===== src/fetch_pkg.sv =====
////////////////////////////////////////////////////////////////////////////
// shared widths, vector types and opcode constants of the fetch unit
// every fetch module refers to these by scoped names
////////////////////////////////////////////////////////////////////////////
package fetch_pkg;

  // bundle geometry
  localparam int bundle_slots = 8;
  // direct-mapped branch target buffer size
  localparam int btb_entries  = 16;

  // major opcode sits in instruction bits 31:26
  localparam logic [5:0] opc_br      = 6'h30;
  // conditional branches own the top eight opcodes, 0x38 to 0x3f
  localparam logic [5:0] opc_cond_lo = 6'h38;

  ////////////////////////////////////////////////////////////////////////////
  // vector types
  ////////////////////////////////////////////////////////////////////////////

  // instruction address
  typedef logic [63:0]  addr_t;
  // single instruction word
  typedef logic [31:0]  inst_t;
  // eight instructions, slot 0 in the low word
  typedef logic [255:0] bundle_t;
  // slot number inside a bundle
  typedef logic [2:0]   slot_t;
  // one valid bit per slot
  typedef logic [7:0]   slot_mask_t;
  // buffer index, address bits 8:5
  typedef logic [3:0]   btb_index_t;
  // buffer tag, address bits 63:9
  typedef logic [54:0]  btb_tag_t;

  ////////////////////////////////////////////////////////////////////////////
  // branch classification
  ////////////////////////////////////////////////////////////////////////////

  // no indirect kinds here, direction is static
  typedef enum logic [1:0] {
    br_none   = 2'd0,
    br_uncond = 2'd1,
    br_cond   = 2'd2
  } br_kind_e;

endpackage


===== src/fetch_btb.sv =====
////////////////////////////////////////////////////////////////////////////
// direct-mapped branch target buffer for the fetch unit
// read is combinational on the f0 pc, write comes from f1 allocation
// and is seen by a read from the next cycle on
////////////////////////////////////////////////////////////////////////////
module fetch_btb (
  input  logic              clock,
  input  logic              reset_n,
  // f0 lookup
  input  fetch_pkg::addr_t  rd_pc_i,
  // f1 allocation
  input  logic              wr_en_i,
  input  fetch_pkg::addr_t  wr_pc_i,
  input  fetch_pkg::slot_t  wr_slot_i,
  input  logic              wr_taken_i,
  input  fetch_pkg::addr_t  wr_target_i,
  // lookup result
  output logic              hit_o,
  output fetch_pkg::slot_t  slot_o,
  output logic              taken_o,
  output fetch_pkg::addr_t  target_o
);

  // entry storage
  logic                 valid_q  [fetch_pkg::btb_entries];
  fetch_pkg::btb_tag_t  tag_q    [fetch_pkg::btb_entries];
  fetch_pkg::slot_t     slot_q   [fetch_pkg::btb_entries];
  logic                 taken_q  [fetch_pkg::btb_entries];
  fetch_pkg::addr_t     target_q [fetch_pkg::btb_entries];

  fetch_pkg::btb_index_t rd_idx;
  fetch_pkg::btb_tag_t   rd_tag;
  fetch_pkg::btb_index_t wr_idx;

  // index from bits 8:5, tag from the rest above
  assign rd_idx = rd_pc_i[8:5];
  assign rd_tag = rd_pc_i[63:9];
  assign wr_idx = wr_pc_i[8:5];

  ////////////////////////////////////////////////////////////////////////////
  // lookup
  ////////////////////////////////////////////////////////////////////////////

  // hit needs a live entry with a matching tag
  assign hit_o    = valid_q[rd_idx] && (tag_q[rd_idx] == rd_tag);
  assign slot_o   = slot_q[rd_idx];
  assign taken_o  = taken_q[rd_idx];
  assign target_o = target_q[rd_idx];

  ////////////////////////////////////////////////////////////////////////////
  // allocation
  ////////////////////////////////////////////////////////////////////////////

  // valid bits, cleared on reset
  always_ff @(posedge clock or negedge reset_n) begin
    if (!reset_n) begin
      for (int i = 0; i < fetch_pkg::btb_entries; i++) begin
        valid_q[i] <= 1'b0;
      end
    end else if (wr_en_i) begin
      valid_q[wr_idx] <= 1'b1;
    end
  end

  // entry payload
  // a write simply replaces whatever sat at that index
  always_ff @(posedge clock) begin
    if (wr_en_i) begin
      tag_q[wr_idx]    <= wr_pc_i[63:9];
      slot_q[wr_idx]   <= wr_slot_i;
      // direction fixed at allocation, never retrained
      taken_q[wr_idx]  <= wr_taken_i;
      target_q[wr_idx] <= wr_target_i;
    end
  end

endmodule


===== src/fetch_f0_predict.sv =====
////////////////////////////////////////////////////////////////////////////
// f0 next-bundle pc and slot-valid mask from the buffer lookup
// purely combinational, drives the pc generator and the f0/f1 register
////////////////////////////////////////////////////////////////////////////
module fetch_f0_predict (
  input  logic                  hit_i,
  input  fetch_pkg::slot_t      slot_i,
  input  logic                  taken_i,
  input  fetch_pkg::addr_t      target_i,
  input  fetch_pkg::addr_t      pc_f0_i,
  output fetch_pkg::addr_t      branch_pc_o,
  output fetch_pkg::slot_mask_t slot_mask_o
);

  // address right after the predicted branch
  fetch_pkg::addr_t after_br_pc;
  // next aligned bundle
  fetch_pkg::addr_t next_bundle_pc;

  assign after_br_pc    = pc_f0_i + {59'd0, slot_i, 2'b00} + 64'd4;
  assign next_bundle_pc = pc_f0_i + 64'd32;

  ////////////////////////////////////////////////////////////////////////////
  // next pc select
  ////////////////////////////////////////////////////////////////////////////

  always_comb begin
    if (hit_i && taken_i) begin
      branch_pc_o = target_i;
    end else if (hit_i) begin
      // known branch, predicted to fall through
      branch_pc_o = after_br_pc;
    end else begin
      branch_pc_o = next_bundle_pc;
    end
  end

  // slots past a known branch are cut off
  // on a miss the whole bundle is kept
  always_comb begin
    for (int i = 0; i < fetch_pkg::bundle_slots; i++) begin
      slot_mask_o[i] = !hit_i || (fetch_pkg::slot_t'(i) <= slot_i);
    end
  end

endmodule


===== src/branch_decode.sv =====
////////////////////////////////////////////////////////////////////////////
// f1 branch predecode of a fetched bundle
// finds the lowest branch slot, its kind, static direction and target,
// and the slot mask up to and including that branch
////////////////////////////////////////////////////////////////////////////
module branch_decode (
  input  fetch_pkg::addr_t      pc_f1_i,
  input  fetch_pkg::bundle_t    bundle_i,
  output logic                  exists_o,
  output fetch_pkg::br_kind_e   kind_o,
  output fetch_pkg::slot_t      slot_o,
  output logic                  taken_o,
  output fetch_pkg::addr_t      target_o,
  output fetch_pkg::slot_mask_t slot_mask_o
);

  // per-slot classification
  fetch_pkg::br_kind_e slot_kind [fetch_pkg::bundle_slots];
  logic [20:0]         slot_disp [fetch_pkg::bundle_slots];

  fetch_pkg::addr_t br_pc;
  fetch_pkg::addr_t disp_bytes;
  logic [20:0]      br_disp;

  ////////////////////////////////////////////////////////////////////////////
  // opcode classify, one decoder per slot
  ////////////////////////////////////////////////////////////////////////////

  always_comb begin
    fetch_pkg::inst_t inst;
    for (int i = 0; i < fetch_pkg::bundle_slots; i++) begin
      inst = bundle_i[i*32 +: 32];
      slot_disp[i] = inst[20:0];
      if (inst[31:26] == fetch_pkg::opc_br) begin
        slot_kind[i] = fetch_pkg::br_uncond;
      end else if (inst[31:26] >= fetch_pkg::opc_cond_lo) begin
        slot_kind[i] = fetch_pkg::br_cond;
      end else begin
        slot_kind[i] = fetch_pkg::br_none;
      end
    end
  end

  // priority pick, scanning down so the lowest slot wins
  always_comb begin
    exists_o = 1'b0;
    kind_o   = fetch_pkg::br_none;
    slot_o   = '0;
    br_disp  = '0;
    for (int i = fetch_pkg::bundle_slots - 1; i >= 0; i--) begin
      if (slot_kind[i] != fetch_pkg::br_none) begin
        exists_o = 1'b1;
        kind_o   = slot_kind[i];
        slot_o   = fetch_pkg::slot_t'(i);
        br_disp  = slot_disp[i];
      end
    end
  end

  ////////////////////////////////////////////////////////////////////////////
  // target and static direction
  ////////////////////////////////////////////////////////////////////////////

  // word displacement, sign extended and scaled to bytes
  assign br_pc      = pc_f1_i + {59'd0, slot_o, 2'b00};
  assign disp_bytes = {{41{br_disp[20]}}, br_disp, 2'b00};
  assign target_o   = br_pc + 64'd4 + disp_bytes;

  // backward conditional taken, forward not taken
  assign taken_o = (kind_o == fetch_pkg::br_uncond) ||
                   ((kind_o == fetch_pkg::br_cond) && br_disp[20]);

  // keep slots up to the branch, all of them with no branch
  always_comb begin
    for (int i = 0; i < fetch_pkg::bundle_slots; i++) begin
      slot_mask_o[i] = !exists_o || (fetch_pkg::slot_t'(i) <= slot_o);
    end
  end

endmodule


===== src/fetch_f1_stage.sv =====
////////////////////////////////////////////////////////////////////////////
// f0/f1 pipe register, f1 kill, decode override and buffer allocation,
// then the f1/d0 register toward the instruction buffer
////////////////////////////////////////////////////////////////////////////
module fetch_f1_stage (
  input  logic                  clock,
  input  logic                  reset_n,
  input  fetch_pkg::addr_t      pc_f0_i,
  input  fetch_pkg::addr_t      pc_f1_i,
  input  fetch_pkg::bundle_t    bundle_i,
  input  logic                  icache_stall_i,
  input  logic                  instbuf_full_i,
  input  logic                  flush_i,
  // f0 buffer lookup
  input  logic                  btb_hit_i,
  input  fetch_pkg::slot_t      btb_slot_i,
  input  logic                  btb_taken_i,
  input  fetch_pkg::addr_t      btb_target_i,
  input  fetch_pkg::slot_mask_t f0_mask_i,
  // f1 decode
  input  logic                  dec_exists_i,
  input  fetch_pkg::br_kind_e   dec_kind_i,
  input  fetch_pkg::slot_t      dec_slot_i,
  input  logic                  dec_taken_i,
  input  fetch_pkg::addr_t      dec_target_i,
  input  fetch_pkg::slot_mask_t dec_mask_i,
  // buffer allocation
  output logic                  btb_wr_en_o,
  output fetch_pkg::addr_t      btb_wr_pc_o,
  output fetch_pkg::slot_t      btb_wr_slot_o,
  output logic                  btb_wr_taken_o,
  output fetch_pkg::addr_t      btb_wr_target_o,
  // redirect to pc generator
  output logic                  override_vld_o,
  output fetch_pkg::addr_t      override_pc_o,
  // toward instruction buffer
  output fetch_pkg::slot_mask_t inst_vld_o,
  output fetch_pkg::bundle_t    inst_bundle_o
);

  logic                  advance;
  logic                  kill_f1;
  logic                  br_found;
  logic                  btb_valid_f1;
  logic                  btb_agrees;
  fetch_pkg::slot_mask_t vld_f1;

  // f1 copies of the f0 results
  fetch_pkg::slot_mask_t mask_f1;
  logic                  hit_f1;
  logic                  taken_f1;
  logic                  stall_f1;
  fetch_pkg::slot_t      slot_f1;
  fetch_pkg::addr_t      target_f1;
  fetch_pkg::addr_t      pc_f1_q;
  logic                  flush_q;
  logic                  override_q;

  // flush pushes through a full instruction buffer
  assign advance = !instbuf_full_i || flush_i;

  ////////////////////////////////////////////////////////////////////////////
  // f0 to f1
  ////////////////////////////////////////////////////////////////////////////

  always_ff @(posedge clock or negedge reset_n) begin
    if (!reset_n) begin
      mask_f1  <= '0;
      hit_f1   <= 1'b0;
      taken_f1 <= 1'b0;
      stall_f1 <= 1'b0;
    end else if (advance) begin
      mask_f1  <= f0_mask_i;
      hit_f1   <= btb_hit_i;
      taken_f1 <= btb_taken_i;
      stall_f1 <= icache_stall_i;
    end
  end

  // lookup payload and the pc it was looked up for
  always_ff @(posedge clock) begin
    if (advance) begin
      slot_f1   <= btb_slot_i;
      target_f1 <= btb_target_i;
      pc_f1_q   <= pc_f0_i;
    end
  end

  // flush and override each kill the next f1
  always_ff @(posedge clock or negedge reset_n) begin
    if (!reset_n) begin
      flush_q    <= 1'b0;
      override_q <= 1'b0;
    end else begin
      flush_q    <= flush_i;
      override_q <= override_vld_o;
    end
  end

  ////////////////////////////////////////////////////////////////////////////
  // f1 decisions
  ////////////////////////////////////////////////////////////////////////////

  assign kill_f1 = !advance || stall_f1 || flush_i || flush_q || override_q;

  assign br_found = dec_exists_i && (dec_kind_i != fetch_pkg::br_none);

  // buffer result only counts for the bundle it was looked up for
  assign btb_valid_f1 = hit_f1 && (pc_f1_q == pc_f1_i);

  // buffer already steered f0 to this branch target
  assign btb_agrees = btb_valid_f1 && taken_f1 &&
                      (slot_f1 == dec_slot_i) && (target_f1 == dec_target_i);

  assign override_vld_o = !kill_f1 && br_found && dec_taken_i && !btb_agrees;
  assign override_pc_o  = dec_target_i;

  // allocate on a miss with the static direction
  assign btb_wr_en_o     = !kill_f1 && br_found && !btb_valid_f1;
  assign btb_wr_pc_o     = pc_f1_i;
  assign btb_wr_slot_o   = dec_slot_i;
  assign btb_wr_taken_o  = dec_taken_i;
  assign btb_wr_target_o = dec_target_i;

  always_comb begin
    if (kill_f1) begin
      vld_f1 = '0;
    end else if (br_found) begin
      vld_f1 = dec_mask_i;
    end else begin
      vld_f1 = mask_f1;
    end
  end

  ////////////////////////////////////////////////////////////////////////////
  // f1 to d0
  ////////////////////////////////////////////////////////////////////////////

  always_ff @(posedge clock or negedge reset_n) begin
    if (!reset_n) begin
      inst_vld_o    <= '0;
      inst_bundle_o <= '0;
    end else if (advance) begin
      inst_vld_o    <= vld_f1;
      inst_bundle_o <= bundle_i;
    end
  end

endmodule


===== src/fetch_top.sv =====
////////////////////////////////////////////////////////////////////////////
// two-stage instruction fetch unit
// f0 looks up the buffer and predicts the next bundle pc, f1 decodes
// the cache bundle and hands it to the instruction buffer
////////////////////////////////////////////////////////////////////////////
module fetch_top (
  input  logic                  clock,
  input  logic                  reset_n,
  input  fetch_pkg::addr_t      pc_f0_i,
  input  fetch_pkg::addr_t      pc_f1_i,
  input  fetch_pkg::bundle_t    inst_bundle_i,
  input  logic                  icache_stall_i,
  input  logic                  instbuf_full_i,
  input  logic                  flush_i,
  output fetch_pkg::addr_t      branch_pc_o,
  output logic                  override_vld_o,
  output fetch_pkg::addr_t      override_pc_o,
  output fetch_pkg::slot_mask_t inst_vld_o,
  output fetch_pkg::bundle_t    inst_bundle_o
);

  // buffer lookup
  logic                  btb_hit;
  fetch_pkg::slot_t      btb_slot;
  logic                  btb_taken;
  fetch_pkg::addr_t      btb_target;
  fetch_pkg::slot_mask_t f0_mask;

  // f1 decode
  logic                  dec_exists;
  fetch_pkg::br_kind_e   dec_kind;
  fetch_pkg::slot_t      dec_slot;
  logic                  dec_taken;
  fetch_pkg::addr_t      dec_target;
  fetch_pkg::slot_mask_t dec_mask;

  // allocation back into the buffer
  logic                  wr_en;
  fetch_pkg::addr_t      wr_pc;
  fetch_pkg::slot_t      wr_slot;
  logic                  wr_taken;
  fetch_pkg::addr_t      wr_target;

  fetch_btb u_btb (
    .clock       (clock),
    .reset_n     (reset_n),
    .rd_pc_i     (pc_f0_i),
    .wr_en_i     (wr_en),
    .wr_pc_i     (wr_pc),
    .wr_slot_i   (wr_slot),
    .wr_taken_i  (wr_taken),
    .wr_target_i (wr_target),
    .hit_o       (btb_hit),
    .slot_o      (btb_slot),
    .taken_o     (btb_taken),
    .target_o    (btb_target)
  );

  fetch_f0_predict u_f0_predict (
    .hit_i       (btb_hit),
    .slot_i      (btb_slot),
    .taken_i     (btb_taken),
    .target_i    (btb_target),
    .pc_f0_i     (pc_f0_i),
    .branch_pc_o (branch_pc_o),
    .slot_mask_o (f0_mask)
  );

  branch_decode u_branch_decode (
    .pc_f1_i     (pc_f1_i),
    .bundle_i    (inst_bundle_i),
    .exists_o    (dec_exists),
    .kind_o      (dec_kind),
    .slot_o      (dec_slot),
    .taken_o     (dec_taken),
    .target_o    (dec_target),
    .slot_mask_o (dec_mask)
  );

  fetch_f1_stage u_f1_stage (
    .clock           (clock),
    .reset_n         (reset_n),
    .pc_f0_i         (pc_f0_i),
    .pc_f1_i         (pc_f1_i),
    .bundle_i        (inst_bundle_i),
    .icache_stall_i  (icache_stall_i),
    .instbuf_full_i  (instbuf_full_i),
    .flush_i         (flush_i),
    .btb_hit_i       (btb_hit),
    .btb_slot_i      (btb_slot),
    .btb_taken_i     (btb_taken),
    .btb_target_i    (btb_target),
    .f0_mask_i       (f0_mask),
    .dec_exists_i    (dec_exists),
    .dec_kind_i      (dec_kind),
    .dec_slot_i      (dec_slot),
    .dec_taken_i     (dec_taken),
    .dec_target_i    (dec_target),
    .dec_mask_i      (dec_mask),
    .btb_wr_en_o     (wr_en),
    .btb_wr_pc_o     (wr_pc),
    .btb_wr_slot_o   (wr_slot),
    .btb_wr_taken_o  (wr_taken),
    .btb_wr_target_o (wr_target),
    .override_vld_o  (override_vld_o),
    .override_pc_o   (override_pc_o),
    .inst_vld_o      (inst_vld_o),
    .inst_bundle_o   (inst_bundle_o)
  );

endmodule


===== config.mk =====
export PLATFORM = sky130hd
export DESIGN_NAME = fetch_top
export DESIGN_NICKNAME = d
export VERILOG_FILES = /design/src/fetch_pkg.sv /design/src/fetch_btb.sv /design/src/fetch_f0_predict.sv /design/src/branch_decode.sv /design/src/fetch_f1_stage.sv /design/src/fetch_top.sv
export SDC_FILE = /design/constraint.sdc
export NUM_CORES = 2
export LEC_CHECK = 0
export ABC_AREA = 1
export BUFFER_PORTS_ARGS = -buffer_cell sky130_fd_sc_hd__buf_4
export CORE_MARGIN = 2
export CORE_UTILIZATION = 42
export DETAILED_ROUTE_END_ITERATION = 7
export GPL_TIMING_DRIVEN = 0
export SYNTH_ARGS = -nofsm -noshare
export SYNTH_HDL_FRONTEND = slang
export SYNTH_SLANG_ARGS = --single-unit
export TNS_END_PERCENT = 10

===== constraint.sdc =====
create_clock -name clock -period 22 [get_ports clock]
set_input_delay 0 -clock clock [delete_from_list [all_inputs] [get_ports clock]]
set_output_delay 0 -clock clock [all_outputs]
set_load 0.02 [all_outputs]

==> impl_results.rst <==
.. list-table::
   :header-rows: 1

   * - Metric
     - Value
   * - Total die area
     - 258,000 µm²
   * - Starting DRC count in detailed routing
     - 14,900
   * - Number of cell instances on the worst register-to-register path
     - 13
   * - Combined flip-flop and latch cell area
     - 70,400 µm²
   * - Sequential cell area fraction in the yosys report
     - 65.9%
   * - Post-route cell area
     - 136,000 µm²
   * - Met2 Track Usage GR
     - 59.4%
   * - Overall routed net length
     - 518 mm
   * - Input/output buffers
     - 781
   * - Post-Syn Area
     - 107,000 µm²
   * - Synth warnings
     - 0
   * - Final period util
     - 45.9%
   * - Number of standard-cell rows in the floorplan
     - 185
   * - Wirelength per Cell
     - 33.7 µm
   * - TritonCTS clock tree
     - done
   * - Setup total negative slack
     - 0 ns
   * - DR DRC count
     - 0
   * - Cell chosen for the clock root
     - sky130_fd_sc_hd__clkbuf_16
   * - Layout cells sized above 1
     - 12.7%
   * - Number of storage elements in the synthesis netlist
     - 2,392
   * - Worst slew margin
     - 3.91%
   * - EDFF count, synth
     - 2,099
   * - Number of setup violations in the final report
     - 0
   * - I/O pin count
     - 782
   * - Power density cells
     - 92.4 nW/µm²
   * - CTS HTree Levels
     - 5
   * - Core Area
     - 253,000 µm²
   * - Count of maximum capacitance violations
     - 0
   * - Max Clk Rate
     - 0.0991 GHz
   * - RSZ-0062 raised after global routing
     - false
   * - Global routing usage on met1
     - 50.4%
   * - CTS sink count
     - 2,392
   * - Maximum cell stage delay along the critical path
     - 0.98 ns
   * - Initial core utilization
     - 42.2%
   * - Maximum clock path buffer count
     - 4
   * - Vert. Die Dim
     - 508 µm
   * - Fin Clk Skew
     - 0.0814 ns
   * - Fill cell total of the finished layout
     - 22,300
   * - Post-DR vias/cell
     - 5.98
   * - Global routing met3 resource utilization
     - 10.3%
   * - Net total in the final layout
     - 12,400
   * - Start-to-end type of the worst setup path
     - input port to primary output
   * - Kind of path behind the tightest hold check
     - input port to flop
   * - Placed cell area
     - 120,000 µm²
   * - Worst skew pair latency
     - 0.99 ns
   * - Layout area overhead
     - 27.1%
   * - Worst hold path cell count
     - 2
   * - Largest fanout on the critical path
     - 18
   * - TritonCTS buffer count
     - 275
   * - Start point of the worst min-delay path
     - pc_f1_i[61]
   * - Most crowded layer after global routing
     - met2
   * - Endpoint of the worst hold-timing path
     - u_btb.tag_q[9][52]$_DFFE_PP_
   * - Multi-input gate area
     - 33,100 µm²
   * - Kind of capture point of the worst setup path
     - primary output
   * - Count of buffer and inverter cells on the critical path
     - 11
   * - Antenna violations before repair
     - 56
   * - Endpoint of the lowest-slack register-to-register path
     - u_btb.target_q[10][49]$_DFFE_PP_
   * - End-of-flow core utilization
     - 53.6%
   * - Leakage power figure
     - 51.9 nW
   * - Arrival time reported for the critical path endpoint
     - 10.09 ns
   * - Final Power
     - 12.6 mW
   * - Via count of the first global-routing pass
     - 87,100
   * - Half-perimeter wire length after detailed placement
     - 387 mm
   * - Average footprint of a synthesized cell
     - 10.8 µm²
   * - Total Routing Usage GR
     - 39.1%
   * - Post-detailed-route count of antenna-violating nets
     - 0
   * - DR pass1 iterations
     - 8
   * - Number of cells produced by synthesis
     - 9,883
   * - Maximum number of pins on one net before global-route repair
     - 101
   * - Peak supply drop
     - 90.8 µV
   * - Crit start category
     - input port
   * - Status
     - complete, no violations
   * - Most prevalent standard cell on the critical path
     - sky130_fd_sc_hd__nand2_1
   * - Required @ worst endpoint
     - 22.00 ns
   * - Transition time at the pin with the least slew margin
     - 1.44 ns
   * - Number of unique standard cell types used by synthesis
     - 54
   * - Total overflow reported by the global router
     - 0
   * - CP delay by family, top
     - simple AND/OR/NAND/NOR gates
   * - Most frequently used flop master after synthesis
     - sky130_fd_sc_hd__edfxtp_1
   * - Shortest period the worst path allows
     - 10.09 ns
   * - Slowest-stage cell, CP
     - sky130_fd_sc_hd__o21ai_0
   * - Post-CTS clock slew at the launch and capture registers of the worst setup and hold paths
     - 0.06 ns
   * - Beginning of the worst register-to-register path
     - u_f1_stage.pc_f1_q[31]$_DFFE_PN_
   * - Register-to-Register Setup Slack
     - 17.37 ns
   * - Number of pins with negative max-slew slack in the final report
     - 0
   * - Detailed-route via count
     - 92,000
   * - Weighted congestion reported at the end of routability-driven placement
     - 1.05
   * - Mapped Nets
     - 10,500
   * - Worst Hold Margin
     - 0.0378 ns
   * - Die boundary width
     - 508 µm
   * - Count of endpoints failing hold in the final timing report
     - 0
   * - Wire length of the first global-routing pass
     - 696 mm
   * - Proportion of synthesized flip-flops having asynchronous set or reset
     - 12.2%
-- worst max-delay path by stage --
stage	startpoint	cells after the start	endpoint	slack, ns
5_1_grt	inst_bundle_i[254]	40	override_vld_o	11.79
3_3_place_gp	inst_bundle_i[59]	15	u_btb.valid_q[3]$_DFFE_PN0P_	5.20
6_report	inst_bundle_i[93]	37	override_vld_o	11.91
2_1_floorplan	inst_bundle_i[27]	14	u_btb.valid_q[0]$_DFFE_PN0P_	14.64
4_1_cts	inst_bundle_i[93]	35	override_vld_o	12.23
3_5_place_dp	inst_bundle_i[254]	39	override_vld_o	12.96
-- Yosys cell counts (13+ instances only) --
master,count,area share [%]
sky130_fd_sc_hd__a21oi_1,174,0.82
sky130_fd_sc_hd__a221o_1,19,0.18
sky130_fd_sc_hd__buf_1,18,0.063
sky130_fd_sc_hd__buf_2,120,0.56
sky130_fd_sc_hd__buf_4,14,0.098
sky130_fd_sc_hd__clkbuf_1,378,1.3
sky130_fd_sc_hd__dfrtp_1,293,6.9
sky130_fd_sc_hd__edfxtp_1,2099,59
sky130_fd_sc_hd__ha_1,187,2.2
sky130_fd_sc_hd__inv_1,385,1.4
sky130_fd_sc_hd__nand2_1,2087,7.3
sky130_fd_sc_hd__nand3_1,345,1.6
sky130_fd_sc_hd__nand3b_1,13,0.091
sky130_fd_sc_hd__nand4_1,144,0.84
sky130_fd_sc_hd__nor2_1,1461,5.1
sky130_fd_sc_hd__nor3_1,66,0.31
sky130_fd_sc_hd__nor4_1,24,0.14
sky130_fd_sc_hd__o211ai_1,165,1.2
sky130_fd_sc_hd__o21ai_0,974,4.6
sky130_fd_sc_hd__o21ai_1,130,0.61
sky130_fd_sc_hd__o21bai_1,13,0.091
sky130_fd_sc_hd__o221ai_1,121,0.99
sky130_fd_sc_hd__o22ai_1,290,1.7
sky130_fd_sc_hd__or2_2,24,0.14
sky130_fd_sc_hd__xnor2_1,31,0.25
sky130_fd_sc_hd__xor2_1,200,1.6
-- registers in the layout, summed over array words and instances, names as in the netlist, 3 cells and up --
register	flops
u_f1_stage.inst_bundle_o	256
u_btb.tag_q	880
u_f1_stage.pc_f1_q	64
u_f1_stage.mask_f1	8
u_btb.taken_q	16
u_f1_stage.slot_f1	3
u_btb.valid_q	16
u_btb.target_q	1024
u_f1_stage.inst_vld_o	8
u_btb.slot_q	48
u_f1_stage.target_f1	64
-- repair_timing --
action / in CTS / in global routing
setup buffers: 0 / 0
endpoints found under the hold margin: 1526 / 0
resized for setup: 0 / 0
hold buffers: 741 / 0
endpoints found under the setup margin: 0 / 0
-- worst register-to-register path, stage by stage, from the launching register on --
cell	delay (ns)
sky130_fd_sc_hd__edfxtp_1	0.32
sky130_fd_sc_hd__inv_1	0.04
sky130_fd_sc_hd__or2_2	0.26
sky130_fd_sc_hd__nand4_1	0.18
sky130_fd_sc_hd__nor2_1	0.09
sky130_fd_sc_hd__nand4_1	0.31
sky130_fd_sc_hd__nor2_1	0.15
sky130_fd_sc_hd__a31oi_1	0.35
sky130_fd_sc_hd__nand3_1	0.65
sky130_fd_sc_hd__nor2_4	0.97
sky130_fd_sc_hd__buf_12	0.30
sky130_fd_sc_hd__buf_16	0.25
sky130_fd_sc_hd__buf_16	0.20
sky130_fd_sc_hd__buf_16	0.22
-- placed cells by master (no fill, tap or decap), drive strengths merged, types with 6 or more instances in the layout --
master	count
bufinv	18
clkbuf	727
diode	28
a221o	19
nand2	2088
o21ai	1104
a21oi	174
nor3	66
nand3	346
xor2	200
nor3b	12
nor2	1465
dfrtp	293
dlygate4sd3	740
a31oi	8
buf	1073
or2	25
inv	409
o221ai	121
o21bai	13
o22ai	290
xnor2	31
o211ai	165
nor4	24
a22o	8
a21o	6
edfxtp	2099
clkinv	85
xnor3	7
nand3b	13
nand4	144
ha	187
-- cell type report --
class	instances	area share [%]
Sequential cell	2392	51.8
Multi-Input combinational cell	6546	24.3
Timing Repair Buffer	1650	11.7
Clock buffer	349	5.41
Tap cell	3366	3.10
Buffer	541	1.71
Inverter	404	1.12
Clock inverter	111	0.769
Antenna cell	28	0.0516
-- routing by layer --
metal  up-vias  routed length, µm
met4        22              35800
met2      6479             227000
met1     45500             191000
met5         -                145
met3      1212              63200
li1      38800                  -
-- per-stage QoR --
step           instances  setup WS, ns
4_1_cts            15400         12.23
2_1_floorplan       9883         14.64
3_3_place_gp       14000          5.20
3_5_place_dp       14200         12.96
5_1_grt            15400         11.79
6_report           15400         11.91
-- cells by family after synthesis --
family          count (synthesis)  share of synthesized area (%)
simple gates                 4190                           15.8
buf+inv                       945                           3.59
xor+xnor                      242                           2.13
mux                             1                        0.00937
compound gates               1922                           10.4
fa+ha+maj                     191                           2.26
flops                        2392                           65.9
-- power breakdown --
| group | switching [mW] | internal [mW] |
|---|---|---|
| Sequential | 0.0453 | 5.38 |
| Clock | 1.86 | 2.56 |
| Combinational | 1.93 | 0.778 |
Note: power is estimated with default switching activity, not from simulation.
